`src/cache_l1_controller.sv`:
```
// hit/miss FSM steering one l1 datapath, its cpu port and its memory port
`timescale 1ns/1ps

module cache_l1_controller (
    input  logic clk,
    input  logic rst,
    // status from the datapath
    input  logic hit_0,
    input  logic hit_1,
    input  logic dirty,
    input  logic lru,
    // cpu side request
    input  logic in_cyc,
    input  logic in_stb,
    input  logic in_we,
    // downstream response
    input  logic out_ack,
    input  logic out_rty,
    // datapath selects
    output logic cache_way_sel,
    output logic data_source_sel,
    output logic tag_bypass_sel,
    output logic load,
    output logic load_lru,
    // cpu side response
    output logic in_ack,
    output logic in_rty,
    // downstream request
    output logic out_cyc,
    output logic out_stb,
    output logic out_we
);

    typedef enum logic [2:0] {
        idle_hit,
        flush,
        flush_2,
        fetch,
        fetch_2
    } state_t;

    state_t state;
    state_t next_state;

    logic request;
    logic hit;

    assign request = in_cyc & in_stb;
    assign hit = hit_0 | hit_1;

    always_comb begin
        cache_way_sel = 1'b0;
        data_source_sel = 1'b0;
        tag_bypass_sel = 1'b0;
        load = 1'b0;
        load_lru = 1'b0;
        // cpu is told to retry unless a hit is served
        in_ack = 1'b0;
        in_rty = 1'b1;
        out_cyc = 1'b0;
        out_stb = 1'b0;
        out_we = 1'b0;
        case (state)
            idle_hit: begin
                if (request && hit) begin
                    cache_way_sel = hit_1;
                    load_lru = 1'b1;
                    // cpu data goes in only on a write hit
                    load = in_we;
                    in_ack = 1'b1;
                    in_rty = 1'b0;
                end else if (request) begin
                    // ask the arbiter for the bus
                    out_cyc = 1'b1;
                end
            end
            flush: begin
                // write back the dirty lru line at its stored tag
                cache_way_sel = lru;
                out_cyc = 1'b1;
                out_stb = 1'b1;
                out_we = 1'b1;
            end
            flush_2: begin
                out_cyc = 1'b1;
                out_we = 1'b1;
            end
            fetch: begin
                // refill the lru way from memory at the cpu address
                cache_way_sel = lru;
                tag_bypass_sel = 1'b1;
                data_source_sel = 1'b1;
                load = 1'b1;
                out_cyc = 1'b1;
                out_stb = 1'b1;
            end
            fetch_2: begin
                out_cyc = 1'b1;
            end
            default: begin
                out_cyc = 1'b0;
            end
        endcase
    end

    always_comb begin
        next_state = state;
        case (state)
            idle_hit: begin
                // leave only once the arbiter has granted us
                if (request && !hit && !out_rty) begin
                    next_state = dirty ? flush : fetch;
                end
            end
            flush: begin
                if (out_ack) begin
                    next_state = flush_2;
                end
            end
            flush_2: begin
                if (!out_ack) begin
                    next_state = fetch;
                end
            end
            fetch: begin
                if (out_ack) begin
                    next_state = fetch_2;
                end
            end
            fetch_2: begin
                if (!out_ack) begin
                    next_state = idle_hit;
                end
            end
            default: begin
                next_state = idle_hit;
            end
        endcase
    end

    always_ff @(posedge clk) begin
        if (rst) begin
            state <= idle_hit;
        end else begin
            state <= next_state;
        end
    end

    // downstream ack only arrives inside our own bus cycle
    a_ack_in_cyc: assert property (@(posedge clk) disable iff (rst) out_ack |-> out_cyc);

    // a new strobe starts only after the previous ack has fallen
    a_stb_after_ack: assert property (@(posedge clk) disable iff (rst)
        $rose(out_stb) |-> !out_ack);

endmodule

```
`config.mk`:
```
export PLATFORM = sky130hd
export DESIGN_NAME = cache_l1_controller
export DESIGN_NICKNAME = d
export VERILOG_FILES = /design/src/cache_l1_controller.sv
export SDC_FILE = /design/constraint.sdc
export NUM_CORES = 1
export LEC_CHECK = 0
export BUFFER_PORTS_ARGS = -buffer_cell sky130_fd_sc_hd__buf_2
export CAP_MARGIN = 20
export CORE_AREA = 2 2 39 41
export CTS_CLUSTER_SIZE = 8
export DETAILED_ROUTE_END_ITERATION = 12
export DIE_AREA = 0 0 41 43
export GPL_TIMING_DRIVEN = 0
export SKIP_LAST_GASP = 1
export SYNTH_ARGS = -nofsm -noshare
export SYNTH_HDL_FRONTEND = slang
export SYNTH_SLANG_ARGS = --single-unit
```
`constraint.sdc`:
```
create_clock -name clk -period 1.3 [get_ports clk]
set_input_delay 0.26 -clock clk [delete_from_list [all_inputs] [get_ports clk]]
set_output_delay 0.26 -clock clk [all_outputs]
set_load 0.03 [all_outputs]
```
After elaboration in Yosys (flattened, before gate mapping) --
Cells that the tools add are included.
Cells by class: eq/ne operators 9, mux-type cells 21, bitwise operators 2, reductions and logical operators 10
Operators with widths (number):
- 3-bit two-way mux | 5
- 3-bit one-hot mux with 5 select lines | 1
- 1-bit two-way mux | 11
- 2-bit != test, second input constant | 5
- 3-bit by 2-bit == test with 1-bit output, second input constant | 2
- 1-bit one-hot mux with 2 select lines | 3
- 5-bit AND reduction | 1
- 2-bit OR reduction | 2
- 4-bit OR reduction | 1
- 3-bit by 1-bit == test with 1-bit output, second input constant | 1
- 3-bit == test, second input constant | 1
- 1-bit logical AND | 3
- 3-bit zero test | 1
- 1-bit zero test | 2
- 2-bit two-way mux | 1
- 1-bit AND | 1
- 1-bit bitwise OR | 1
Word-level totals: bits in registers 3, output and inout port bits 10

Logic depth before layout (Yosys ltp) --
depth after elaboration 6, gate-level depth with buffers 5, depth with buffers taken out 3

Least setup slack after synthesis --
Ideal clock, no wire load.
path type register to output, start register state[1], end output port load_lru, arrival time 1.632 ns, path slack -0.592 ns, stages on the path, launching flop included 6, cell sequence dfxtp_1 buf_6 nor2_4 o21ai_2 nor3_1 buf_4
Between the ends: longest elaborated chain between the ends 2
Ends and longest elaborated chain:
- start: declaration | line 42 | state_t state;
- start signal: assignment | line 143 | state <= idle_hit;
- start signal: assignment | line 145 | state <= next_state;
- 3-bit zero test
- 1-bit two-way mux
- end: declaration | line 24 | output logic load_lru,
Every way passes these cells.

Worst setup path after layout --
start register state[0], end output port in_rty
Between the ends: longest elaborated chain between the ends 2
Ends and longest elaborated chain:
- 3-bit zero test | line 63 | case (state)
- 1-bit two-way mux | line 63
- end: declaration | line 27 | output logic in_rty,
Every way passes these cells.

==> impl_metrics.tcl <==
set metrics [dict create \
    status "finished with violations" \
    violations "negative setup slack" \
    critical_path_peak_fanout 2 \
    die_w_um 41 \
    crit_type "reg2out" \
    grt_pass1_wl_mm 1.32 \
    syn_nets 49 \
    tightest_slew_ns 0.188 \
    fin_nets 77 \
    final_cell_mix "10 x buf_6, 10 x buf_2, 8 x buf_4, 4 x nand2_1" \
    synth-seq-area-share_pct 20.0 \
    synthesis.yosys.warnings 0 \
    yosysTopAreaCell "dfxtp_1" \
    top_register "state" \
    synthDistinctLibCells 23 \
    gp_congestion 0.664 \
    ant_nets 0 \
    dr_wl_met2_um 392 \
    placementRows 14 \
    final_hold_viol_count 0 \
    antenna_cells 0 \
    dp_slack_ns -0.233 \
    hold_start "rst" \
    pwr-share-comb_pct 34.3 \
    cap_violations 0 \
    synth_seq_cells 3 \
    crit_path_end_kind "output port" \
    syn_inst 38 \
    drtIter0Drc 3 \
    grt_pass1_vias 333 \
    coreArea_mm2 0.00138 \
    whs_ns 0.225 \
    route.met3.wl_um 91 \
    wl_met1_um 375 \
    worstReg2RegStart "state[0]" \
    area_growth_pct 87.9 \
    maxSlewViolCount 0 \
    hold_path_class "in2reg" \
    period_share_pct 119 \
    rsz0062_at_grt "yes" \
    synth_area_leaders "dfxtp_1 20%, buf_6 7.5%, a21oi_1 6.7%" \
    port_buffers 20 \
    startpoint "state[0]" \
    p_clk_share_pct 40.9 \
    syn_area_um2 300 \
    pwr-share-seq_pct 24.8 \
    largest_reg_flops 3 \
    dp_cells 74 \
    fmax_ghz 0.647 \
    power_density_mw_per_mm2 694 \
    drcViolationCount 0 \
    clk_path_buf_depth 2 \
    grt_usage_pct 11.0 \
    worstPathRequired_ns 1.04 \
    num_vias 366 \
    synth_top_area_share_pct 20.0 \
    antenna_found_initial 0 \
    top_regs "state: 3 flops" \
    wl_per_cell_um 10.6 \
    slew_headroom_pct 87.5 \
    swShare_pct 30.0 \
    totalWireLength_um 859 \
    ir_drop_uv 333 \
    min_period_ns 1.55 \
    clkSinkCount 3 \
    finalNonFillerCells 81 \
    tritoncts "yes" \
    finalSetupViolCount 10 \
    design.die.area_mm2 0.00176 \
    dieHeight_um 43 \
    arrival_ns 1.29 \
    p_leak_nw 0.259 \
    switchingPower_uw 118 \
    clk_pin_slew_ns 0.04 \
    dpl.hpwl_um 615 \
    highest_layer "met3" \
    h-tree-depth 1 \
    start_util_pct 21.7 \
    cts_buffers 3 \
    start_kind "flip-flop" \
    p_int_uw 274 \
    finalWorstSetupSlack_ns -0.246 \
    grt_start_max_net_pins 11 \
    io-pin-count 21 \
    cts-root-buf "clkbuf_4" \
    grt_overflow 0 \
    fin_total_pwr_uw 392 \
    final_layout_size_suffix_gt1_share_pct 67.7 \
    finalClockSkew_ns 0.0000726 \
    fin_setup_tns_ns -1.07 \
    drtPass1Iterations 3 \
    syn-mean-instance-area_um2 7.90 \
    viasPerCell 4.52 \
    clk_latency_ns 0.23 \
]
[layout make-up]
type,instances,area [µm²]
repair buffers,25,196
fillers,163,820
well taps,16,20.0
clock buffers,4,26.3
multi-input cells,30,233
flip-flops and latches,3,62.6
plain buffers,3,26.3
[worst paths after layout]
check | to | slack, ns | cells past startpoint
hold reg to reg | state[0] | 0.62 | 2
setup reg to reg | state[2] | 0.05 | 6
setup / recovery | in_rty | -0.25 | 4
hold / removal | state[0] | 0.22 | 2
[what timing repair did]
item / CTS / global route
setup buffers: 3 / 2
hold buffers: 0 / 0
resized for setup: 19 / 8
pin swaps: 4 / 7
setup endpoints to repair: 10 / 10
[logic make-up after synthesis]
logic type | synth area share (%)
and+or+nand+nor | 40.8
AOI/OAI and AO/OA | 19.2
buffers and inverters | 13.7
DFF | 20.0
xor gates and xnor gates | 2.92
muxes | 3.33
[power by group through the flow]
stage / combinational (mW) / sequential (mW) / clock [mW]
floorplan: 0.0764 / 0.0972 / 0
global placement: 0.114 / 0.0972 / 0
detailed placement: 0.115 / 0.0973 / 0
CTS: 0.134 / 0.0960 / 0.171
global route: 0.146 / 0.0971 / 0.178
finish: 0.135 / 0.0971 / 0.160
[Yosys cell counts]
master / number
nor2_1: 3
o21ai_2: 1
mux2i_1: 1
or3_1: 1
xnor2_1: 1
clkbuf_1: 1
o211a_1: 1
and4bb_2: 1
nand3_1: 1
nor3_1: 4
nand4_1: 1
nor3b_2: 1
nor3b_1: 1
a311o_1: 1
nor2b_1: 1
a2bb2oi_1: 1
buf_4: 2
buf_6: 2
dfxtp_1: 3
nand2_1: 4
a21oi_1: 4
and3b_1: 1
nor2_4: 1
[critical path: stages (launching register included)]
cell	delay (ns)
dfxtp_2	0.32
nor2_4	0.13
o21ai_2	0.09
or3_4	0.37
buf_6	0.14
[stage by stage]
step,area (µm²),util [%]
floorplan,329,-
global route,564,40.8
finish,564,40.8
detailed placement,449,32.5
global placement,449,32.5
CTS,552,39.9
[metal layers]
layer / vias up / GRT usage (%)
met5: - / 0
li1: 190 / -
met2: 17 / 16.6
met3: 0 / 1.57
met4: 0 / 8.00
met1: 159 / 13.2
Power figures use the tool's default switching activity.
