## config.mk

```make
export PLATFORM = sky130hd
export DESIGN_NAME = mem_arbiter
export DESIGN_NICKNAME = d
export VERILOG_FILES = /design/src/cache_pkg.sv /design/src/mem_arbiter.sv
export SDC_FILE = /design/constraint.sdc
export NUM_CORES = 1
export LEC_CHECK = 0
export BUFFER_PORTS_ARGS = -buffer_cell sky130_fd_sc_hd__buf_2
export CAP_MARGIN = 0
export CORE_AREA = 2 2 99 101
export CTS_BUF_LIST = sky130_fd_sc_hd__clkbuf_4
export DETAILED_ROUTE_END_ITERATION = 8
export DIE_AREA = 0 0 101 103
export SLEW_MARGIN = 20
export SYNTH_ARGS = -nofsm -noshare
export SYNTH_HDL_FRONTEND = slang
export SYNTH_SLANG_ARGS = --single-unit
```

## constraint.sdc

```tcl
create_clock -name clk -period 1.4 [get_ports clk]
set_clock_uncertainty 0.05 [all_clocks]
set_input_delay 0.28 -clock clk [delete_from_list [all_inputs] [get_ports clk]]
set_output_delay 0.28 -clock clk [all_outputs]
set_load 0.01 [all_outputs]
```

## src/cache_pkg.sv

```systemverilog
// shared widths and word, address, tag and index types for the cache subsystem
package cache_pkg;

    // word address and data widths
    localparam int addr_w = 16;
    localparam int word_w = 32;

    // 16 sets, the rest of the address is tag
    localparam int index_w = 4;
    localparam int tag_w = addr_w - index_w;

    // backing store covers the whole word address space
    localparam int mem_words = 2 ** addr_w;

    typedef logic [addr_w-1:0]  addr_t;
    typedef logic [word_w-1:0]  word_t;
    typedef logic [tag_w-1:0]   tag_t;
    typedef logic [index_w-1:0] index_t;

endpackage
```

## src/mem_arbiter.sv

```systemverilog
// round-robin arbiter sharing one memory port between two cache masters
`timescale 1ns/1ps

module mem_arbiter (
    input  logic             clk,
    input  logic             rst,
    // master 0
    input  logic             m0_cyc,
    input  logic             m0_stb,
    input  logic             m0_we,
    input  cache_pkg::addr_t m0_adr,
    input  cache_pkg::word_t m0_dat_w,
    // master 1
    input  logic             m1_cyc,
    input  logic             m1_stb,
    input  logic             m1_we,
    input  cache_pkg::addr_t m1_adr,
    input  cache_pkg::word_t m1_dat_w,
    // responses
    output logic             m0_ack,
    output logic             m0_rty,
    output cache_pkg::word_t m0_dat_r,
    output logic             m1_ack,
    output logic             m1_rty,
    output cache_pkg::word_t m1_dat_r,
    // memory side
    output logic             mem_cyc,
    output logic             mem_stb,
    output logic             mem_we,
    output cache_pkg::addr_t mem_adr,
    output cache_pkg::word_t mem_dat_w,
    input  logic             mem_ack,
    input  cache_pkg::word_t mem_dat_r
);

    // owner of the memory port, 0 or 1
    logic grant;
    logic grant_cyc;
    logic other_cyc;

    assign grant_cyc = grant ? m1_cyc : m0_cyc;
    assign other_cyc = grant ? m0_cyc : m1_cyc;

    // hand over only once the owner has let go
    always_ff @(posedge clk) begin
        if (rst) begin
            grant <= 1'b0;
        end else if (!grant_cyc && other_cyc) begin
            grant <= ~grant;
        end
    end

    assign mem_cyc = grant_cyc;
    assign mem_stb = grant ? m1_stb : m0_stb;
    assign mem_we = grant ? m1_we : m0_we;
    assign mem_adr = grant ? m1_adr : m0_adr;
    assign mem_dat_w = grant ? m1_dat_w : m0_dat_w;

    // the waiting master sees retry
    assign m0_rty = grant;
    assign m1_rty = ~grant;
    assign m0_ack = mem_ack & ~grant;
    assign m1_ack = mem_ack & grant;
    assign m0_dat_r = mem_dat_r;
    assign m1_dat_r = mem_dat_r;

    // masters only strobe inside their own bus cycle
    a_stb_owner: assert property (@(posedge clk) disable iff (rst)
        mem_stb |-> (grant ? m1_cyc : m0_cyc));

    // ownership never moves under an outstanding ack
    a_grant_hold: assert property (@(posedge clk) disable iff (rst) mem_ack |=> $stable(grant));

endmodule

```

Yosys cells after proc, flatten, opt, wreduce, memory -nomap -nowiden
Cells that the tools add are included.
- register bits after elaboration: 1
- latch bits: 0
- RAM bits: 0
- memory bits (read-only): 0
- input bits: 137
- output and inout port bits: 119
- memories: 0
- $add $sub $neg: 0
- $mul: 0
- divide/modulo/power cells: 0
- $lt $le $gt $ge: 0
- eq/ne operators: 0
- shift operators: 0
- multiplexer cells: 6
- bitwise gates (word level): 3
- reductions and logical operators: 2
- operators with widths (cell ; count):
    $mux W32 ; 1
    $mux W16 ; 1
    $mux W1 ; 4
    $and A1 B1 Y1 ; 2
    $logic_and A1 B1 Y1 ; 1
    $logic_not A1 Y1 ; 1
    $not A1 Y1 ; 1

Depth between registers and ports, before layout
Gate-level depths: netlist of run 1.
- word-level depth: 3
- depth in mapped cells: 4
- depth with buffers taken out: 2

Worst setup path before layout of run 1
Ideal clock, no wire load.
- path kind: reg2out
- from: register grant (netlist: m0_rty)
- to: output mem_adr[0]
- data arrival time: 1.025 ns
- data required time: 1.070 ns
- setup slack: 0.045 ns
- stages on the path, launching flop included: 4
- path buffers: 2
- cell sequence: dfxtp_1 > buf_6 > buf_6 > mux2_4
- cells in the longest elaborated chain, start to end: 1
- RTL lines (item ; line ; RTL):
    start: declaration ; mem_arbiter.sv:37 ; logic grant;
    start signal: assignment ; mem_arbiter.sv:49 ; grant <= ~grant;
    $mux W16 ; mem_arbiter.sv:56 ; assign mem_adr = grant ? m1_adr : m0_adr;
    end: declaration ; mem_arbiter.sv:30 ; output cache_pkg::addr_t mem_adr,
Every way passes these cells.

Worst setup path after layout of run 1
- from: register grant (netlist: m0_rty)
- to: output mem_dat_w[4]
- cells in the longest elaborated chain, start to end: 1
- RTL lines (item ; line ; RTL):
    $mux W32 ; mem_arbiter.sv:57 ; assign mem_dat_w = grant ? m1_dat_w : m0_dat_w;
    end: declaration ; mem_arbiter.sv:31 ; output cache_pkg::word_t mem_dat_w,
Every way passes these cells.

==> results by group, run 1 <==
Clock network
  – CTS clock-pin slew for the worst setup and hold paths: 0 ns
  – Post-CTS Setup Bufs: 0
  – Worst skew pair latency: 0 ns

Synthesis
  – Average instance area after synthesis: 10.71 sq um
  – XOR/XNOR Fraction of Synth Area: 0%
  – Syn Inst Count: ~130
  – Synth Area in Compound Gates: less than 1%
  – Top cells by area, synth: mux2_4 (51%), buf_4 (35%), buf_6 (4.1%)
  – Synth cell types: 11
  – Simple-gate share of the synthesized area: under 10%
  – Register bit count reported by yosys: 1
  – Main combinational cell family by area after synthesis: multiplexers
  – Post-synth top area share: between 50% and 60%
  – Multiplexer share of the synthesized area: 54.74%
  – Synthesized-area fraction occupied by adder cells: 0%
  – Synth area leader: mux2_4
  – Sequential area share after synthesis: approximately 1.5%
  – Net Count, Synth: between 200 and 300
  – Cell Area, Synth: around 1400 sq um
  – Synth warnings: 0

Status
  – Outcome: finished, final reports clean

Critical path
  – Startpoint types: flip-flop
  – Critical Path Sink Type: output port
  – Buf/Inv on CP: 2
  – Crit path max-delay family: buffers and inverters
  – Max FO, Critical Path: 25
  – Crit path kind: flip-flop to output port
  – Largest stage delay, worst path: 0.36 ns
  – Critical-path cell list: buf_12, mux2_4, buf_2
  – Critical path's slowest cell: dfxtp_4
  – CP arrival: 1.06 ns
  – Crit path required time: about 1.1 ns

Final layout
  – Filler cells: roughly 1000
  – Post-route cell area: around 1900 sq um
  – Final nets: between 300 and 400
  – Layout area overhead: 38.59%
  – Layout cell share with drive strength beyond 1: 98.64%
  – Max reg flops: 1
  – Commonest non-fill, non-tap cell in the layout: buf_2
  – Fin cells: approximately 330
  – Commonest cells after routing, fill and taps aside: buf_2 (146), mux2_4 (51), buf_6 (13), nor2b_1 (2), buf_12 (2)
  – ANT cells: 0

Placed design
  – Dpl cells: between 300 and 400
  – Area after DPL: ~1800 sq um
  – GP Congestion: 0.6231
  – Post-detail-place hpwl: 4424 um
  – Input/output buffers: between 150 and 200

Die
  – Chip width: around 100 um
  – IO Count: 256
  – Core area: 9459 sq um
  – Die ar.: between 10000 and 15000 sq um
  – Initial Util: between 10% and 20%
  – Die Y: 103 um
  – # rows: 36

GRT
  – Antenna violations before repair: 3
  – Global route total overflow: 0
  – Largest net degree at the start of global routing: 26
  – Total GRT Usage: under 10%
  – First-pass GRT wire length: between 6000 and 7000 um
  – Vias in the first global route: 1083

Drt
  – Residual DRC: 0
  – Routed wire length: 4998 um
  – TritonRoute pass-1 iters: 4
  – Via count: approximately 1200
  – Routed Antenna Nets: 0
  – WL/cell: ~15 um
  – Via-to-Cell Ratio: ~3.6
  – Initial DRC Count: 14

Hold path
  – Worst hold path class: input port to flip-flop

STA
  – Tmin final: approximately 1.4 ns
  – Setup violators final: 0
  – Slew Limit Fails: 0
  – RSZ-0062 raised after global routing: true
  – Normalized max-slew margin: between 80% and 90%
  – Fin crit share: between 90% and 100%
  – Worst-Margin Slew: a little under 0.2 ns
  – Max Clock Freq: between 0.7 and 0.8 GHz
  – Final hold violation count: 0

Power and ir drop
  – Cell Pwr Density: 400.7 nW/um^2
  – Internal Power: 0.4791 mW
  – Clk network pwr share: 0%
  – Sw Ratio: between 30% and 40%
  – Lkg Pwr: roughly 1.1 nW
  – Comb pwr share: a little over nine tenths
  – Net Sw Power: 0.2825 mW
  – Worst VDD drop: 0.1065 mV
  – Seq pwr share: about 4.6%

Run
  – Max cap viols: 0
routing by layer:
metal / vias to the layer above / routed length (um) / track usage (%)
met5: - / 16 / 0
met4: 2 / 23 / 0.2079
met3: 8 / 852 / 5.288
met2: 116 / 2394 / 14.00
met1: 507 / 1710 / 7.857
li1: 553 / - / -
timing repair:
action | CTS | global route
resized for setup | 4 | 15
endpoints found under the setup margin | 5 | 17
hold buffers | 0 | 0
synthesized netlist by cell type:
| master | count |
|---|---|
| inv_2 | 1 |
| o31ai_2 | 1 |
| buf_6 | 5 |
| buf_12 | 1 |
| mux2_4 | 47 |
| dfxtp_1 | 1 |
| mux2_2 | 4 |
| and2_1 | 1 |
| or3b_2 | 1 |
| nor2b_1 | 2 |
| buf_4 | 64 |
worst register-to-register path: cells and delay by family (launching register included):
family / cells / cell delay [ns]
DFF: 1 / 0.36
buffers and inverters: 2 / 0.27
AOI/OAI and AO/OA: 1 / 0.22
path summary, 6_finish.rpt:
check | start | to | slack [ns] | depth (start not counted)
setup / recovery | m0_rty | mem_dat_w[4] | 0.009 | 3
hold / removal | rst | m0_rty | 0.43 | 2
setup reg to reg | m0_rty | m0_rty | 0.40 | 3
hold reg to reg | m0_rty | m0_rty | 0.65 | 3
per-stage QoR:
step | worst slack (ns) | hold slack [ns] | utilization [%] | setup TNS [ns] | power (mW)
final | 0.008992 | 0.4295 | 20.09 | 0 | 0.7616
after CTS | -0.005453 | 0.4330 | 19.23 | -0.005453 | 0.7258
after detailed placement | -0.02024 | 0.4314 | 19.07 | -0.04856 | 0.7139
after floorplan | 0.04543 | 0.3245 | - | 0 | 0.6030
after global placement | 0.006167 | 0.4231 | 19.07 | 0 | 0.7084
after global routing | -0.02830 | 0.4475 | 20.09 | -0.04528 | 0.8186
cell type report:
class                      count  area, sq um  area share [%]
inverter                       1        3.754          0.1975
tap                          114        142.6           7.505
multi-input combinational     56        805.8           42.40
timing repair buffer         162        924.6           48.65
sequential                     1        23.77           1.251
power by group through the flow:
stage	Sequential [mW]	Clock [mW]	Combinational, mW
6_report	0.0348	0	0.727
5_1_grt	0.0351	0	0.784
4_1_cts	0.0347	0	0.691
3_5_place_dp	0.0347	0	0.679
3_3_place_gp	0.0344	0	0.674
2_1_floorplan	0.0336	0	0.569
cell families after synthesis:
family,Yosys count
flops,1
buf+inv,71
mux,51
compound gates,1
simple gates,4
No activity file was read; power rests on OpenSTA's default activity.
==> inputs of run 2 (changes only) <==
--- a/config.mk
+++ b/config.mk
@@ -11,6 +11,8 @@
 export CTS_BUF_LIST = sky130_fd_sc_hd__clkbuf_4
 export DETAILED_ROUTE_END_ITERATION = 8
 export DIE_AREA = 0 0 101 103
+export PLACE_DENSITY = 0.54
+export REMOVE_ABC_BUFFERS = 1
 export SLEW_MARGIN = 20
 export SYNTH_ARGS = -nofsm -noshare
 export SYNTH_HDL_FRONTEND = slang
==> results by group, run 2 (synthesized netlist as in run 1, its figures left out) <==
STA
  – Fin crit share: 99.71% (was 99.36%)
  – Setup violators final: 0 (unchanged)
  – Max Clock Freq: 0.7164 GHz (was 0.7189 GHz)
  – Slew Limit Fails: 0 (unchanged)
  – Worst-Margin Slew: 0.2069 ns (was 0.1932 ns)
  – TNS Setup: 0 ns (unchanged)
  – Post-route setup slack: 0.004077 ns (was 0.008992 ns)
  – Normalized max-slew margin: 86.21% (was 87.12%)
  – Tmin final: 1.396 ns (was 1.391 ns)
  – Final hold violation count: 0 (unchanged)
  – RSZ-0062 raised after global routing: true (unchanged)

Critical path
  – FF-to-FF End: m0_rty (unchanged)
  – Worst r2r path cells: 3 (unchanged)
  – R2R Setup Slk: 0.42 ns (was 0.40 ns)
  – Largest stage delay, worst path: 0.35 ns (was 0.36 ns)
  – Crit path required time: 1.07 ns (about the same)
  – Critical path's slowest cell: dfxtp_4 (unchanged)
  – Critical Path Sink Type: output port (unchanged)
  – Max FO, Critical Path: 29 (was 25)
  – CP arrival: 1.07 ns (was 1.06 ns)
  – Startpoint types: flip-flop (unchanged)
  – Crit path kind: flip-flop to output port (unchanged)
  – Critical-path cell list: buf_12, mux2_2, buf_2 (was buf_12, mux2_4, buf_2)
  – Reg-to-Reg Start: m0_rty (unchanged)

Final layout
  – Filler cells: 1052 (was 1034)
  – Multi-input gate area: 794.5 sq um (was 805.8 sq um)
  – Fin cells: 333 (was 334)
  – Register area: 23.77 sq um (unchanged)
  – ANT cells: 0 (unchanged)
  – Layout area overhead: 37.23% (was 38.59%)
  – Commonest non-fill, non-tap cell in the layout: buf_2 (unchanged)
  – Commonest cells after routing, fill and taps aside: buf_2 (146), mux2_4 (48), buf_6 (13), mux2_2 (3) (was buf_2 (146), mux2_4 (51), buf_6 (13), nor2b_1 (2), buf_12 (2))
  – Layout cell share with drive strength beyond 1: 98.63% (was 98.64%)
  – Max reg flops: 1 (unchanged)
  – Post-route cell area: 1882 sq um (was 1901 sq um)
  – Final nets: 358 (was 359)
  – Final core utilization: 19.89% (was 20.09%)

Power and ir drop
  – Sw Ratio: 36.25% (was 37.09%)
  – Comb pwr share: 95.4% (about the same)
  – Worst VDD drop: 0.1847 mV (was 0.1065 mV)
  – Clk network pwr share: 0% (about the same)
  – Seq pwr share: 4.6% (about the same)
  – Net Sw Power: 0.2681 mW (was 0.2825 mW)
  – Lkg Pwr: 1.058 nW (was 1.074 nW)
  – Internal Power: 0.4714 mW (was 0.4791 mW)
  – Cell Pwr Density: 393.0 nW/um^2 (was 400.7 nW/um^2)

Drt
  – Via-to-Cell Ratio: 3.928 (was 3.551)
  – Initial DRC Count: 34 (was 14)
  – WL/cell: 19.62 um (was 14.96 um)
  – Routed Antenna Nets: 0 (unchanged)
  – TritonRoute pass-1 iters: 4 (unchanged)
  – Via count: 1308 (was 1186)
  – Routed wire length: 6532 um (was 4998 um)
  – Residual DRC: 0 (unchanged)

Die
  – Die ar.: 10400 sq um (unchanged)
  – Core area: 9459 sq um (unchanged)
  – # rows: 36 (unchanged)
  – Chip width: 101 um (unchanged)
  – IO Count: 256 (unchanged)
  – Die Y: 103 um (unchanged)
  – Initial Util: 14.50% (unchanged)

Hold path
  – Hold endpoint: m0_rty (unchanged)
  – Hold_sp: rst (unchanged)
  – Hold depth: 2 (unchanged)
  – Worst hold path class: input port to flip-flop (unchanged)

Placed design
  – Dpl cells: 333 (was 334)
  – GP Congestion: 0.8236 (was 0.6231)
  – Placement Setup Slack: -0.01148 ns (was -0.02024 ns)
  – Area after DPL: 1797 sq um (was 1804 sq um)
  – Input/output buffers: 159 (unchanged)

GRT
  – Largest net degree at the start of global routing: 30 (was 26)
  – Antenna violations before repair: 0 (was 3)
  – Global route total overflow: 0 (unchanged)
  – Total GRT Usage: 10.42% (was 7.743%)
  – Vias in the first global route: 1072 (was 1083)
  – First-pass GRT wire length: 7652 um (was 6009 um)

Clock network
  – CTS clock-pin slew for the worst setup and hold paths: 0 ns (about the same)
  – Worst skew pair latency: 0 ns (about the same)

Status
  – Outcome: finished, final reports clean (unchanged)

Run
  – Max cap viols: 0 (unchanged)
run 2: cell count changes in the layout (fill, tap and decap cells not counted):
cell / delta
mux2_2: +3
mux2_4: -3
buf_4: -1
run 2: metrics by stage:
step | power, mW | hold WS (ns)
after floorplan | 0.4069 | 0.3245
after global placement | 0.6899 | 0.4278
after detailed placement | 0.6984 | 0.4254
after CTS | 0.7023 | 0.4268
after global routing | 0.7908 | 0.4301
final | 0.7395 | 0.4234
run 2: how the worst max path moves through the flow:
| stage | from | end | cells past startpoint |
|---|---|---|---|
| 2_1_floorplan | m0_rty | mem_dat_w[29] | 1 |
| 3_3_place_gp | m0_rty | mem_dat_w[31] | 3 |
| 3_5_place_dp | m0_rty | mem_dat_w[29] | 3 |
| 4_1_cts | m0_rty | mem_we | 3 |
| 5_1_grt | m0_rty | mem_dat_w[31] | 3 |
| 6_report | m0_rty | mem_we | 3 |
run 2: critical path: cells and delay by family (launching register included):
kind	cells	cell delay, ns
flip-flops	1	0.35
buffers and inverters	2	0.35
multiplexers	1	0.35
run 2: metal layers:
metal / vias up / routed length, um / global-route usage (%)
li1: 549 / - / -
met1: 576 / 2095 / 10.44
met2: 175 / 2535 / 13.59
met3: 4 / 1734 / 12.75
met4: 4 / 12 / 0.2079
met5: - / 154 / 11.06
run 2: cell type report:
| type | count | share of cell area, % |
|---|---|---|
| repair buffers | 161 | 48.74 |
| multi-input cells | 56 | 42.22 |
| well taps | 114 | 7.580 |
| flip-flops and latches | 1 | 1.263 |
| inverters | 1 | 0.1995 |
run 2: power groups by stage:
stage | combinational (mW) | clock (mW) | sequential [mW]
global route | 0.756 | 0 | 0.0344
detailed placement | 0.664 | 0 | 0.0341
global placement | 0.656 | 0 | 0.0340
finish | 0.705 | 0 | 0.0340
floorplan | 0.331 | 0 | 0.0755
CTS | 0.668 | 0 | 0.0341
run 2: repair_timing:
item,4_1_cts,5_1_grt
hold buffers,0,0
setup endpoints to repair,2,24
resized for setup,1,13
setup buffers,0,0
gates cloned,0,0
==> inputs of run 3 (changes only) <==
--- a/config.mk
+++ b/config.mk
@@ -11,7 +11,6 @@
 export CTS_BUF_LIST = sky130_fd_sc_hd__clkbuf_4
 export DETAILED_ROUTE_END_ITERATION = 8
 export DIE_AREA = 0 0 101 103
-export PLACE_DENSITY = 0.54
 export REMOVE_ABC_BUFFERS = 1
 export SLEW_MARGIN = 20
 export SYNTH_ARGS = -nofsm -noshare
==> results by group, run 3 (synthesized netlist as in run 1, its figures left out) <==
Status
  – Outcome: finished, final reports clean (unchanged)

Critical path
  – Crit path required time: 1.07 ns (about the same)
  – Max FO, Critical Path: 22 (was 29)
  – FF-to-FF End: m0_rty (unchanged)
  – R2R Setup Slk: 0.42 ns (about the same)
  – CP arrival: 1.07 ns (about the same)
  – Crit path kind: flip-flop to output port (unchanged)
  – Critical Path Sink Type: output port (unchanged)
  – Reg-to-Reg Start: m0_rty (unchanged)
  – Worst r2r path cells: 3 (unchanged)
  – Startpoint types: flip-flop (unchanged)

Placed design
  – Placement Setup Slack: -0.02485 ns (was -0.01148 ns)
  – Input/output buffers: 159 (unchanged)
  – Post-detail-place hpwl: about 5500 um
  – GP Congestion: 0.7052 (was 0.8236)

GRT
  – Largest net degree at the start of global routing: 30 (unchanged)
  – Global route total overflow: 0 (unchanged)
  – Antenna violations before repair: 0 (unchanged)
  – Vias in the first global route: 1214 (was 1072)
  – Total GRT Usage: 10.10% (was 10.42%)
  – First-pass GRT wire length: 7590 um (was 7652 um)

Die
  – Core area: 9459 sq um (unchanged)
  – Initial Util: 14.50% (unchanged)
  – IO Count: 256 (unchanged)
  – Die ar.: 10400 sq um (unchanged)
  – # rows: 36 (unchanged)
  – Die Y: 103 um (unchanged)
  – Chip width: 101 um (unchanged)

Final layout
  – Final core utilization: 20.81% (was 19.89%)
  – Commonest cells after routing, fill and taps aside: buf_2 (138), mux2_4 (49), buf_6 (21) (was buf_2 (146), mux2_4 (48), buf_6 (13), mux2_2 (3))
  – Final nets: 360 (was 358)
  – ANT cells: 0 (unchanged)
  – Layout area overhead: 43.52% (was 37.23%)
  – Commonest non-fill, non-tap cell in the layout: buf_2 (unchanged)
  – Layout cell share with drive strength beyond 1: 98.64% (was 98.63%)
  – Max reg flops: 1 (unchanged)

Hold path
  – Hold endpoint: m0_rty (unchanged)
  – Hold depth: 2 (unchanged)
  – Worst hold path class: input port to flip-flop (unchanged)
  – Hold_sp: rst (unchanged)

STA
  – RSZ-0062 raised after global routing: true (unchanged)
  – Max Clock Freq: 0.7167 GHz (was 0.7164 GHz)
  – Tmin final: 1.395 ns (was 1.396 ns)
  – Normalized max-slew margin: 87.93% (was 86.21%)
  – Final hold violation count: 0 (unchanged)
  – Worst-Margin Slew: 0.1811 ns (was 0.2069 ns)
  – Post-route setup slack: 0.004803 ns (was 0.004077 ns)
  – Slew Limit Fails: 0 (unchanged)
  – Fin crit share: 99.66% (was 99.71%)
  – Hold_ws: 0.4238 ns (was 0.4234 ns)
  – TNS Setup: 0 ns (unchanged)
  – Setup violators final: 0 (unchanged)

Drt
  – Residual DRC: 0 (unchanged)
  – Via-to-Cell Ratio: 4.033 (was 3.928)
  – TritonRoute pass-1 iters: 2 (was 4)
  – Routed wire length: 6488 um (was 6532 um)
  – Initial DRC Count: 9 (was 34)
  – Via count: 1351 (was 1308)
  – Routed Antenna Nets: 0 (unchanged)
  – WL/cell: 19.37 um (was 19.62 um)

Clock network
  – Worst skew pair latency: 0 ns (about the same)
  – CTS clock-pin slew for the worst setup and hold paths: 0 ns (about the same)
  – Post-CTS Setup Bufs: 0 (unchanged)

Power and ir drop
  – Worst VDD drop: 0.1860 mV (was 0.1847 mV)
  – Cell Pwr Density: 400.0 nW/um^2 (was 393.0 nW/um^2)
  – Lkg Pwr: 1.095 nW (was 1.058 nW)

Run
  – Max cap viols: 0 (unchanged)
run 3: worst max-delay path by stage:
stage,start,endpoint,cells past startpoint
detailed placement,m0_rty,mem_dat_w[31],3
floorplan,m0_rty,mem_dat_w[29],1
CTS,m0_rty,mem_we,3
finish,m0_rty,mem_dat_w[8],3
global route,m0_rty,mem_dat_w[8],3
global placement,m0_rty,mem_dat_w[31],3
run 3: what timing repair did:
action | in CTS | in global routing
gates resized for setup | 2 | 21
setup endpoints to repair | 4 | 25
cloned | 0 | 1
hold buffers | 0 | 0
hold endpoints to repair | 0 | 0
run 3: layout make-up:
type	instances	area, sq um
well taps	114	142.6
fillers	1042	7491
repair buffers	163	999.7
flip-flops and latches	1	23.77
multi-input cells	56	798.3
inverters	1	3.754
run 3: worst max-delay path, stage by stage, from the launching register on:
cell     delay [ns]
dfxtp_4        0.38
buf_12         0.21
mux2_4         0.32
buf_2          0.15
run 3: per-layer routing:
layer	global-route usage [%]	share of wire (%)	wire length, um	up-vias
li1	-	-	-	555
met1	11.00	35	2286	578
met2	12.82	38	2439	206
met3	11.32	25	1612	7
met4	0.3119	0.39	25	5
met5	10.58	1.9	125	-
run 3: where the power goes:
part	switching [mW]	leakage [nW]	total, mW	internal [mW]
sequential	0.00554	0.00892	0.0365	0.0310
clock	0	0	0	0
combinational	0.275	1.09	0.751	0.476
run 3: metrics by stage:
stage / total power [mW] / area, sq um / std cells
4_1_cts: 0.7126 / 1812 / 334
5_1_grt: 0.8420 / 1968 / 335
2_1_floorplan: 0.4069 / 814.5 / 58
3_3_place_gp: 0.6953 / 1804 / 334
3_5_place_dp: 0.7057 / 1804 / 334
6_report: 0.7874 / 1968 / 335
