<file path="config.mk">
export PLATFORM = sky130hd
export DESIGN_NAME = cache_l1_datapath
export DESIGN_NICKNAME = d
export VERILOG_FILES = /design/src/cache_pkg.sv /design/src/cache_l1_datapath.sv
export SDC_FILE = /design/constraint.sdc
export NUM_CORES = 1
export LEC_CHECK = 0
export BUFFER_PORTS_ARGS = -buffer_cell sky130_fd_sc_hd__buf_2
export CORE_ASPECT_RATIO = 0.8
export CORE_UTILIZATION = 35
export DETAILED_ROUTE_END_ITERATION = 8
export REMOVE_ABC_BUFFERS = 1
export SYNTH_ARGS = -nofsm -noshare
export SYNTH_HDL_FRONTEND = slang
export SYNTH_SLANG_ARGS = --single-unit
</file>
<file path="constraint.sdc">
create_clock -name clk -period 8.6 [get_ports clk]
set_input_delay 1.29 -clock clk [delete_from_list [all_inputs] [get_ports clk]]
set_output_delay 1.29 -clock clk [all_outputs]
set_load 0.03 [all_outputs]
</file>
<file path="src/cache_pkg.sv">
// shared widths and word, address, tag and index types for the cache subsystem
package cache_pkg;

    // word address and data widths
    localparam int addr_w = 16;
    localparam int word_w = 32;

    // 16 sets, the rest of the address is tag
    localparam int index_w = 4;
    localparam int tag_w = addr_w - index_w;

    // backing store covers the whole word address space
    localparam int mem_words = 2 ** addr_w;

    typedef logic [addr_w-1:0]  addr_t;
    typedef logic [word_w-1:0]  word_t;
    typedef logic [tag_w-1:0]   tag_t;
    typedef logic [index_w-1:0] index_t;

endpackage
</file>
<file path="src/cache_l1_datapath.sv">
// two-way tag, data, valid, dirty and lru storage with hit compare and bus muxing
`timescale 1ns/1ps

module cache_l1_datapath #(
    parameter int sets = 16
) (
    input  logic              clk,
    input  logic              rst,
    input  cache_pkg::addr_t  cpu_adr,
    input  cache_pkg::word_t  cpu_dat_w,
    input  cache_pkg::word_t  mem_dat_r,
    input  logic              cache_way_sel,
    input  logic              data_source_sel,
    input  logic              tag_bypass_sel,
    input  logic              load,
    input  logic              load_lru,
    output logic              hit_0,
    output logic              hit_1,
    output logic              dirty,
    output logic              lru,
    output cache_pkg::word_t  cpu_dat_r,
    output cache_pkg::addr_t  mem_adr,
    output cache_pkg::word_t  mem_dat_w
);

    import cache_pkg::*;

    // per way line storage
    tag_t  tag_arr   [2][sets];
    word_t data_arr  [2][sets];
    logic  valid_arr [2][sets];
    logic  dirty_arr [2][sets];
    // way to replace next, per set
    logic  lru_arr   [sets];

    index_t idx;
    tag_t   cpu_tag;
    word_t  fill_word;

    assign idx = cpu_adr[index_w-1:0];
    assign cpu_tag = cpu_adr[addr_w-1:index_w];

    assign hit_0 = valid_arr[0][idx] && (tag_arr[0][idx] == cpu_tag);
    assign hit_1 = valid_arr[1][idx] && (tag_arr[1][idx] == cpu_tag);

    // victim status always refers to the lru way
    assign lru = lru_arr[idx];
    assign dirty = valid_arr[lru][idx] && dirty_arr[lru][idx];

    assign cpu_dat_r = data_arr[cache_way_sel][idx];
    assign mem_dat_w = data_arr[cache_way_sel][idx];

    // flush uses the stored tag, fetch the cpu address
    assign mem_adr = tag_bypass_sel ? cpu_adr : {tag_arr[cache_way_sel][idx], idx};

    assign fill_word = data_source_sel ? mem_dat_r : cpu_dat_w;

    always_ff @(posedge clk) begin
        if (load) begin
            tag_arr[cache_way_sel][idx] <= cpu_tag;
            data_arr[cache_way_sel][idx] <= fill_word;
        end
    end

    always_ff @(posedge clk) begin
        if (rst) begin
            for (int s = 0; s < sets; s++) begin
                valid_arr[0][s] <= 1'b0;
                valid_arr[1][s] <= 1'b0;
                dirty_arr[0][s] <= 1'b0;
                dirty_arr[1][s] <= 1'b0;
                lru_arr[s] <= 1'b0;
            end
        end else begin
            if (load) begin
                valid_arr[cache_way_sel][idx] <= 1'b1;
                // refilled lines are clean, cpu writes make them dirty
                dirty_arr[cache_way_sel][idx] <= ~data_source_sel;
            end
            if (load_lru) begin
                lru_arr[idx] <= ~cache_way_sel;
            end
        end
    end

    // a refill only follows a miss, so a tag never sits in both ways
    a_one_way_hit: assert property (@(posedge clk) disable iff (rst) !(hit_0 && hit_1));

endmodule

</file>
# --- Yosys cells after proc, flatten, opt, wreduce, memory -nomap -nowiden ---
# Memory sizes are Yosys's and may differ from the RTL's.
# Index checks and enable logic that the tools add are counted.
word_totals:
  output_inout_bits: 84
  inputBits: 87
  regBits: 0
  rom_bits: 0
  word_cells: 70
  memories: 5
  ramBits: 1488
  latch_bits: 0
op_classes:
  shift: 0
  bitwise: 3
  magnitude_cmp: 2
  add_sub_neg: 0
  div: 0
  n_eq_ne: 2
  mul: 0
  reduce_logical: 7
  n_mux: 51
memory_table:
  columns: ["memory", "words", "width", "read_ports", "rd_ports_with_merged_regs", "wr", "line_no", "source"]
  rows:
  - ["data_arr", 2, 512, 1, 0, 1, "cache_l1_datapath.sv:30", "word_t data_arr [2][sets];"]
  - ["tag_arr", 2, 192, 3, 0, 1, "cache_l1_datapath.sv:29", "tag_t tag_arr [2][sets];"]
  - ["dirty_arr", 2, 16, 1, 0, 2, "cache_l1_datapath.sv:32", "logic dirty_arr [2][sets];"]
  - ["valid_arr", 2, 16, 3, 0, 2, "cache_l1_datapath.sv:31", "logic valid_arr [2][sets];"]
  - ["lru_arr", 16, 1, 1, 0, 16, "cache_l1_datapath.sv:34", "logic lru_arr [sets];"]
op_table:
  columns: ["cell", "count"]
  rows:
  - ["$mux W512", 1]
  - ["$mux W192", 1]
  - ["$bmux W12 S4", 3]
  - ["$bmux W32 S4", 1]
  - ["$demux W32 S4", 1]
  - ["$mux W32", 4]
  - ["$mux W16", 6]
  - ["$mux W12", 7]
  - ["$demux W12 S4", 1]
  - ["$reduce_or A16 Y1", 2]
  - ["$eq A12 B12 Y1", 2]
  - ["$mux W1", 20]
  - ["$bmux W1 S4", 4]
  - ["$ge A5 B5 Y1 const B", 1]
  - ["$lt A5 B1 Y1 const B", 1]
  - ["$not A4 Y5", 1]
  - ["$demux W1 S4", 1]
  - ["$logic_and A1 B1 Y1", 4]
  - ["$mux W4", 1]
  - ["$not A1 Y1", 2]
  - ["$reduce_or A1 Y1", 1]

# --- Depth between registers and ports, before layout ---
# Gate-level depths: netlist (run 1).
depth:
  depth_word: 8
  ltp_mapped: 10
  depth_no_buf: 7

# --- Worst setup path after synthesis (run 1) ---
# Ideal clock, no wire load.
synth_timing:
  path_type: "input to output"
  startpoint: "input cpu_adr[1]"
  endpoint: "output hit_1"
  arrival_time_ns: 3.863
  setup_slack_ns: 3.447
  path_buffers: 3
  required_time_ns: 7.310
  path_stages: 8
  path_cell_list: "buf_6 clkbuf_1 buf_1 mux4_2 mux4_2 xnor2_1 nand3_1 nor3_1"
synth_via:
  elab_chain_cells: 6
  word_cells_on_any_way: 9
  classes_between: "eq/ne: 1; mux: 6; bitwise: 1; reduce/logical: 1"
synth_rtl:
  columns: ["element", "line_no", "source"]
  rows:
  - ["start: declaration", "cache_l1_datapath.sv:9", "input cache_pkg::addr_t cpu_adr,"]
  - ["$not A4 Y5 (not written as such) *", "cache_l1_datapath.sv:44", "assign hit_1 = valid_arr[1][idx] && (tag_arr[1][idx] == cpu_tag);"]
  - ["$bmux W12 S4", "cache_l1_datapath.sv:44", null]
  - ["$mux W12 (not written as such) (2 in series)", "cache_l1_datapath.sv:44", null]
  - ["$eq A12 B12 Y1", "cache_l1_datapath.sv:44", null]
  - ["$logic_and A1 B1 Y1 *", "cache_l1_datapath.sv:44", null]
  - ["end: declaration", "cache_l1_datapath.sv:18", "output logic hit_1,"]
# Mark *: on every way between the ends. The rest lies on a longest branch, timed or not. The select of a mux whose other input is x is not followed.

# --- Worst setup path in the final report (run 1) ---
layout_timing:
  startpoint: "input cpu_adr[1]"
  endpoint: "output hit_0"
layout_via:
  elab_chain_cells: 6
  word_cells_on_any_way: 9
  classes_between: "eq/ne: 1; mux: 6; bitwise: 1; reduce/logical: 1"
layout_rtl:
  columns: ["element", "line_no", "source"]
  rows:
  - ["$not A4 Y5 (not written as such) *", "cache_l1_datapath.sv:43", "assign hit_0 = valid_arr[0][idx] && (tag_arr[0][idx] == cpu_tag);"]
  - ["$bmux W12 S4", "cache_l1_datapath.sv:43", null]
  - ["$mux W12 (not written as such) (2 in series)", "cache_l1_datapath.sv:43", null]
  - ["$eq A12 B12 Y1", "cache_l1_datapath.sv:43", null]
  - ["$logic_and A1 B1 Y1 *", "cache_l1_datapath.sv:43", null]
  - ["end: declaration", "cache_l1_datapath.sv:17", "output logic hit_0,"]
# Marked as above.

==> results.md, run 1 <==
- Hold Buf Count CTS: 0
- Leak: 21.1 nW
- Post-Synthesis Cells: 2718
- Die Area: 169000 um^2
- CTS resizes: 0
- First-pass GRT wire length: 207 mm
- Mapped cell area: 58600 um^2
- Period utilization: 0.734
- Avg Inst Size Synth: 21.6 um^2
- Worst path arrival time: 5.02 ns
- Fin Setup TNS: 0 ns
- CTS sink cnt: 1488
- Psw: 0.00335 W
- Clock Pin Slew Worst Setup and Hold Paths: 0.06 ns
- Fmax achieved: 0.158 GHz
- Pin count of the biggest net entering global routing: 133
- Starting Density: 0.355
- Max IR drop VDD: 172 uV
- Crit start category: input port
- Pre-antenna DRT Iters: 5
- Grt total ovfl: 0
- CTS H-tree lvls: 4
- Hold Path Class: flop to flop
- I/O pins: 171
- Placer Congestion: 0.769
- WHS: 0.466 ns
- Total number of yosys warnings: 0
- Most used flip-flop cell after synthesis: edfxtp_1
- Layout Nets: 2988
- Worst-margin pin slew: 1.29 ns
- Top cell type's share of synthesized area: 0.746
- Post-synth ARST share: 0
- Max-slew headroom: 0.141
- Seq cells post-synth: 1488
- Post-synth EDFFs: 1456
- DP HPWL: 75.7 mm
- Leading area contributor after synthesis: edfxtp_1
- Fillers: 14.4k
- CTS tree: yes
- Share of post-route cells with drive strength above 1: 0.317
- Status: complete, no violations
- Drt initial violations: 3138
- Drt wl/cell: 27.7 um
- Comb pwr share: 0.066
- Clock latency on the worst-skew pair: 0.77 ns
- Hold Vio Cnt, Final: 0
- Sequential power share: 0.536
- GRT Overall Usage: 0.172
- Power per Cell Area: 228 nW/um^2
- Clock buffer depth: 3
- Worst Path Required: 7.31 ns
- Library cells used by synthesis: 40
- Max Cap Violations: 0
- Crit path kind: input port to output port
- Minimum clock period: 6.31 ns
- Post-DRT Antenna Nets: 0
- Num CTS Buffers: 147
- DRC: 0
- Clock power frac: 0.398
- Commonest cells post-synth: edfxtp_1 (1456), mux4_2 (390), mux2i_1 (157)
- Layout area overhead: 13.5%
- Clock Tree Root: clkbuf_16
- Initial antenna violation count: 4
- Switching Fraction: 0.221
- Placed insts: 4979
- Vias in the first global route: 28.0k
- # setup viols final: 0
- Post-Layout Cell Count: 5235
- Final design utilization: 0.402
- Rows: 133
- Fin. max-slew vios: 0
- Total wire length: 145 mm
- Clk_skew: 0 ns
- Seq/Total Area, Yosys: 0.757
- Detailed-route vias per instance: 5.36
- Critical path capture point type: output port
- Buffers on Ports: 170
- Die Wd: 459 um
- RSZ-0062 raised after global routing: no
- Area contributors post-synth: edfxtp_1 (75%), mux4_2 (15%), mux2i_1 (2.7%), dfxtp_1 (1.1%), nor2_1 (0.76%)
- Final cell area excluding filler cells: 66500 um^2
- Count leader, synth: edfxtp_1
- Core footprint: 165000 um^2
- Die Span Y: 368 um
- Post-DP Area: 62000 um^2
- Postcts setup bufs: 0
- Routed vias: 28.0k
- Pint: 0.0118 W
- Max FO, Critical Path: 78
[layout by cell type, fill, tap and decap left out, types with 8 or more instances in the layout]
master / instances
inv_4: 8
xnor2_1: 16
nand2b_1: 15
o22ai_1: 65
edfxtp_1: 1456
or2_2: 54
nand2_1: 33
mux2_2: 36
buf_4: 56
dfxtp_1: 32
xor2_1: 8
nor2_4: 20
nor3_1: 42
nor2_1: 99
o21bai_1: 12
mux2i_1: 156
nand3_1: 12
clkbuf_16: 150
buf_2: 166
clkinv_1: 30
o21ai_0: 12
mux4_2: 390
clkbuf_1: 31
clkinv_2: 24
[path summary, 6_finish.rpt]
| path | start | end | slack (ns) | cells past startpoint |
|---|---|---|---|---|
| setup / recovery | cpu_adr[1] | hit_0 | 2.29 | 9 |
| hold / removal | valid_arr[1][14] | valid_arr[1][14] | 0.47 | 2 |
| setup reg to reg | valid_arr[1][1] | valid_arr[1][1] | 7.97 | 2 |
| hold reg to reg | valid_arr[1][14] | valid_arr[1][14] | 0.47 | 2 |
[cell type report]
| type | count | area (um^2) | area share |
|---|---|---|---|
| flip-flops and latches | 1488 | 44400 | 0.667 |
| multi-input cells | 1020 | 13400 | 0.201 |
| clock buffers | 185 | 3930 | 0.0590 |
| well taps | 2227 | 2790 | 0.0419 |
| repair buffers | 232 | 1440 | 0.0216 |
| clock inverters | 70 | 515 | 0.00775 |
| inverters | 12 | 70.1 | 0.00105 |
| diodes | 1 | 2.50 | 0.0000376 |
[critical path, stage by stage]
cell and delay (ns):
buf_8 0.50, buf_4 0.74, mux4_2 0.40, mux4_2 0.52, xor2_1 0.18, nor4_1 0.45, nand3_1 0.27, nor3_2 0.27
buf_2 0.26
[stage by stage]
stage / setup WS, ns / power (W)
floorplan: 3.06 / 0.00883
CTS: 2.26 / 0.0153
detailed placement: 2.26 / 0.00929
finish: 2.29 / 0.0152
global route: 2.18 / 0.0156
global placement: 2.27 / 0.00928
[sequential cells by signal (all words and copies together) (netlist names)]
register	flops
data_arr	1024
tag_arr	384
lru_arr	16
dirty_arr	32
valid_arr	32
[power groups by stage]
stage	sequential [W]	combinational, W	clock (W)
finish	0.00812	0.000995	0.00604
global route	0.00813	0.00107	0.00643
CTS	0.00812	0.00101	0.00616
detailed placement	0.00828	0.00101	0
global placement	0.00828	0.00100	0
floorplan	0.00827	0.000563	0
[logic make-up (layout without fill, tap and decap cells)]
| kind of cell | count (synthesis) | count (layout) | share of synthesized area |
|---|---|---|---|
| flops | 1488 | 1488 | 0.757 |
| mux | 585 | 585 | 0.184 |
| simple gates | 310 | 310 | 0.0265 |
| buf+inv | 210 | 499 | 0.0173 |
| compound gates | 101 | 101 | 0.0110 |
| xor+xnor | 24 | 24 | 0.00359 |
| other cells | 0 | 1 | 0 |
[routing by layer]
layer / GRT usage / vias to the layer above / share of wire
li1: - / 11600 / -
met1: 0.256 / 15200 / 0.45
met2: 0.259 / 1043 / 0.46
met3: 0.0334 / 164 / 0.071
met4: 0.0384 / 0 / 0.016
met5: 0 / - / 0
(Power assumes the default switching activity.)
==> run 2: changes to the inputs <==
==> constraint.sdc (replaced) <==
create_clock -name clk -period 6.5 [get_ports clk]
set_input_delay 0.975 -clock clk [delete_from_list [all_inputs] [get_ports clk]]
set_output_delay 0.975 -clock clk [all_outputs]
set_load 0.03 [all_outputs]
==> run 2 against run 1 <==
Net effect:
- sequential power is 32% higher
- critical path depth did not move
- hold slack gained 0.0030 ns
- combinational power rose by 33%
- clock skew unchanged
- count of clock-buffer cells in the layout decreased by 17
- wire length decreased by 0.48%
- via count fell by 0.19%
- clock power is 39% higher
- register-to-register slack lost 2.1 ns
- critical path type unchanged
- critical endpoint is now hit_1
- largest cell class unchanged
==> results.md, run 2 (synthesized netlist as in run 1, its figures left out) <==
- Leak: 21.4 nW
- Pre-antenna DRT Iters: 7
- Grt total ovfl: 0
- Clk_skew: 0 ns
- CP Cell Sequence: buf_8 -> buf_4 -> mux4_2 -> mux4_2 -> xor2_1 -> nor4_1 -> nand3_1 -> nor3_1 -> buf_2
- Post-DRT Antenna Nets: 0
- Most frequent cells in the layout: edfxtp_1 (1456), mux4_2 (390), buf_2 (166)
- CTS tree: yes
- Placer Congestion: 0.762
- Power per Cell Area: 305 nW/um^2
- Max-slew headroom: 0.257
- Rows: 133
- Crit path kind: input port to output port
- DRC: 0
- Commonest non-fill, non-tap cell in the layout: edfxtp_1
- Crit start category: input port
- Max Cap Violations: 0
- Layout area overhead: 14.5%
- Critical Path Most Common Cell: mux4_2
- CTS resizes: 0
- CTS H-tree lvls: 4
- Slowest Stage Delay on Critical Path: 0.59 ns
- Fillers: 14.4k
- # setup viols final: 0
- DP HPWL: 76.9 mm
- Total wire length: 144 mm
- Postcts setup bufs: 0
- Routed vias: 28.0k
- Core footprint: 165000 um^2
- Detailed-route vias per instance: 5.32
- Layout Nets: 3004
- Slowest cell on the critical path: buf_8
- CTS sink cnt: 1488
- Starting Density: 0.355
- Clock buffer depth: 3
- Status: complete, no violations
- Num CTS Buffers: 143
- Fin Setup TNS: 0 ns
- Hold Buf Count CTS: 0
- Die Area: 169000 um^2
- Clock latency on the worst-skew pair: 0.78 ns
- Share of post-route cells with drive strength above 1: 0.324
- Hold Vio Cnt, Final: 0
- Fin. max-slew vios: 0
- Flip-flop count of the largest register after layout: 1024
- Die Wd: 459 um
- Post-DP Area: 62300 um^2
- Period utilization: 0.831
- Reg-to-reg slack, setup: 5.90 ns
- Minimum clock period: 5.40 ns
- Fmax achieved: 0.185 GHz
- Vias in the first global route: 27.9k
- Buffers on Ports: 170
- Final cell area excluding filler cells: 67100 um^2
- Clock Pin Slew Worst Setup and Hold Paths: 0.06 ns
- Drt initial violations: 2968
- Die Span Y: 368 um
- Initial antenna violation count: 5
- Max IR drop VDD: 202 uV
- Top flop regs: data_arr x1024, tag_arr x384
- Top reg by flops: data_arr
- Worst Path Required: 5.52 ns
- Clock Tree Root: clkbuf_16
- Critical path capture point type: output port
- RSZ-0062 raised after global routing: no
- Worst-margin pin slew: 1.11 ns
- I/O pins: 171
- Pin count of the biggest net entering global routing: 110
- Max FO, Critical Path: 68
- Drt wl/cell: 27.4 um
- First-pass GRT wire length: 205 mm
- Worst path arrival time: 4.42 ns
- GRT Overall Usage: 0.170
- Hold Path Class: flop to flop
run 2: cell types whose count changed in the layout (fill, tap and decap cells not counted), moves of 7 or more:
cell       before  now
buf_4          56   67
clkbuf_1       31   22
clkinv_2       24   31
bufinv_16       4   13
buf_12          7   16
run 2: metrics by stage:
| step | worst slack (ns) | instances | hold slack (ns) | power, W | util |
|---|---|---|---|---|---|
| 6_report | 1.10 | 5262 | 0.469 | 0.0205 | 0.406 |
| 3_3_place_gp | 1.09 | 4999 | 0.444 | 0.0123 | 0.377 |
| 3_5_place_dp | 1.09 | 4999 | 0.458 | 0.0123 | 0.377 |
| 2_1_floorplan | 1.59 | 2520 | 0.435 | 0.0117 | - |
| 5_1_grt | 0.863 | 5262 | 0.494 | 0.0211 | 0.406 |
| 4_1_cts | 1.09 | 5261 | 0.474 | 0.0207 | 0.406 |
run 2: final cells by class:
class	instances	area, um^2	share of cell area
Clock buffer	168	3720	0.0555
Clock inverter	94	1030	0.0154
Antenna cell	1	2.50	0.0000373
Inverter	12	70.1	0.00104
Sequential cell	1488	44400	0.661
Timing Repair Buffer	252	1700	0.0253
Tap cell	2227	2790	0.0415
Multi-Input combinational cell	1020	13400	0.200
run 2: worst paths after layout:
path	from	endpoint	cells past startpoint
worst min-delay path	valid_arr[1][6]	valid_arr[1][6]	2
worst max register to register	valid_arr[0][7]	valid_arr[0][7]	2
worst min register to register	valid_arr[1][6]	valid_arr[1][6]	2
worst max-delay path	cpu_adr[0]	hit_1	9
run 2: critical path, delay by kind of cell:
kind                      cells  cell delay (ns)
xor gates and xnor gates      1             0.18
buffers and inverters         3             1.27
muxes                         2             1.02
and+or+nand+nor               3             0.91
run 2: metal layers:
metal,global-route usage,routed length (um),up-vias
li1,-,-,11700
met2,0.269,68900,994
met1,0.244,63100,15100
met4,0.0419,2580,0
met5,0,0,-
met3,0.0297,9770,169
run 2: power by group:
part           total, W  internal, W  leakage, nW  switching [W]
combinational   0.00132     0.000482         5.66       0.000837
sequential       0.0107       0.0107         13.4      0.0000327
clock           0.00842      0.00470         2.32        0.00372
==> run 3: changes to the inputs <==
==> constraint.sdc (replaced) <==
create_clock -name clk -period 4.8 [get_ports clk]
set_input_delay 0.72 -clock clk [delete_from_list [all_inputs] [get_ports clk]]
set_output_delay 0.72 -clock clk [all_outputs]
set_load 0.03 [all_outputs]
==> run 3 against run 2 <==
Net effect:
- global-route usage grew 0.40 points
- non-clock buffer count grew 50
- critical endpoint is now hit_0
- register-to-register slack lost 1.7 ns
- largest cell class unchanged
==> results.md, run 3 (synthesized netlist as in run 1, its figures left out) <==
- WHS Path Cells: 1
- GRT Overall Usage: 0.174
- Placed insts: 5049
- Critical Path Most Common Cell: mux4_2
- Routed vias: 28.4k
- Flip-flop count of the largest register after layout: 1024
- Slowest cell on the critical path: mux4_2
- Post-Layout Cell Count: 5302
- Sum of buffers and inverters on the critical path: 3
- Buffers on Ports: 170
- CP Depth: 9
- Max Cap Violations: 0
- Starting Density: 0.355
- Worst Path Required: 4.08 ns
- Worst-margin pin slew: 1.15 ns
- Total wire length: 148 mm
- Post-DRT Antenna Nets: 0
- Drt wl/cell: 27.9 um
- Max IR drop VDD: 346 uV
- Leak: 21.6 nW
- Multi-input logic area: 13400 um^2
- Hold Vio Cnt, Final: 0
- Top reg by flops: data_arr
- Power per Cell Area: 406 nW/um^2
- I/O pins: 171
- Placer Congestion: 0.782
- Clock Pin Slew Worst Setup and Hold Paths: 0.06 ns
- Pin count of the biggest net entering global routing: 99
- Commonest non-fill, non-tap cell in the layout: edfxtp_1
- Worst r2r src: valid_arr[1][2]
- WHS: 0.290 ns
- Crit start category: input port
- Postcts setup bufs: 0
- Crit path kind: input port to output port
- Die Wd: 459 um
- First-pass GRT wire length: 209 mm
- Top delay family on crit path: multiplexers
- Fin. max-slew vios: 0
- Worst reg-to-reg path cell count: 2
- Period utilization: 0.958
- Crit path from: cpu_adr[0]
- Reg-to-reg slack, setup: 4.19 ns
- Reg2reg end: valid_arr[1][2]
- DP HPWL: 80.1 mm
- Clock Tree Root: clkbuf_16
- Drt initial violations: 3115
- # setup viols final: 0
- Slowest Stage Delay on Critical Path: 0.52 ns
- Top flop regs: data_arr x1024, tag_arr x384
- Register area: 44400 um^2
- Pre-antenna DRT Iters: 5
- Layout Nets: 3050
- CP Cell Sequence: buf_8 -> buf_12 -> mux4_2 -> mux4_2 -> xor2_1 -> nor4_1 -> nand3_1 -> nor3_2 -> buf_2
- Layout area overhead: 15.2%
- Last element of the critical path: hit_0
- Most frequent cells in the layout: edfxtp_1 (1456), mux4_2 (390), buf_2 (166)
- Minimum clock period: 4.60 ns
- Share of post-route cells with drive strength above 1: 0.334
- Grt total ovfl: 0
- Status: complete, no violations
- Hold Buf Count CTS: 0
- CTS sink cnt: 1488
- Num CTS Buffers: 139
- Detailed-route vias per instance: 5.35
- Clock latency on the worst-skew pair: 0.76 ns
- Core footprint: 165000 um^2
- Die Area: 169000 um^2
- Worst path arrival time: 3.88 ns
- Vias in the first global route: 27.8k
- Rows: 133
- Max FO, Critical Path: 28
- CTS H-tree lvls: 4
- Critical path capture point type: output port
- RSZ-0062 raised after global routing: no
- Clock buffer depth: 3
- Max-slew headroom: 0.235
- Clk_skew: 0 ns
- Fmax achieved: 0.217 GHz
- Fin Setup TNS: 0 ns
- CTS tree: yes
- CTS resizes: 0
- Initial antenna violation count: 6
- Die Span Y: 368 um
- Fillers: 14.3k
- DRC: 0
- Hold Path Class: input port to flop
==> run 3: cell count changes in the layout (fill, tap and decap cells not counted) <==
cell        before  now
buf_12          16   42
buf_4           67   91
clkinv_1        35   29
clkinv_16        6    1
inv_6            2    7
inv_16           7    3
clkbuf_16      145  142
clkinv_2        31   28
clkbuf_1        22   24
clkinv_4         0    1
clkinv_8         1    2
clkinvlp_4       3    4
diode_2          1    2
==> run 3: report_power, final <==
group / internal, W / total [W] / switching, W
Clock: 0.00618 / 0.0110 / 0.00486
Sequential: 0.0145 / 0.0145 / 0.0000435
Combinational: 0.000689 / 0.00184 / 0.00115
==> run 3: how the worst min path moves through the flow <==
stage | start | endpoint | slack [ns]
finish | cpu_adr[14] | tag_arr[1][82] | 0.29
global route | cpu_adr[14] | tag_arr[1][10] | 0.28
CTS | cpu_adr[14] | tag_arr[1][10] | 0.24
detailed placement | valid_arr[1][12] | valid_arr[1][12] | 0.46
global placement | valid_arr[1][7] | valid_arr[1][7] | 0.44
floorplan | valid_arr[0][10] | valid_arr[0][10] | 0.43
==> run 3: cell type report <==
type,count,area share
tap,2227,0.0413
inverter,12,0.00104
multi-input combinational,1020,0.198
timing repair buffer,302,0.0355
antenna,2,0.0000741
clock inverter,84,0.0125
sequential,1488,0.657
clock buffer,167,0.0542
==> run 3: per-layer routing <==
metal | wire [um] | track usage
met2 | 69300 | 0.271
met3 | 10200 | 0.0288
met5 | 0 | 0
met1 | 66000 | 0.256
met4 | 2490 | 0.0411
==> run 3: metrics by stage <==
stage | power [W] | worst slack [ns] | area (um^2) | utilization
after detailed placement | 0.0167 | 0.194 | 63000 | 0.381
after floorplan | 0.0158 | 0.403 | 57600 | -
after global routing | 0.0282 | 0.0315 | 67500 | 0.409
after global placement | 0.0167 | 0.164 | 63000 | 0.381
final | 0.0274 | 0.202 | 67500 | 0.409
after CTS | 0.0276 | 0.187 | 67500 | 0.409
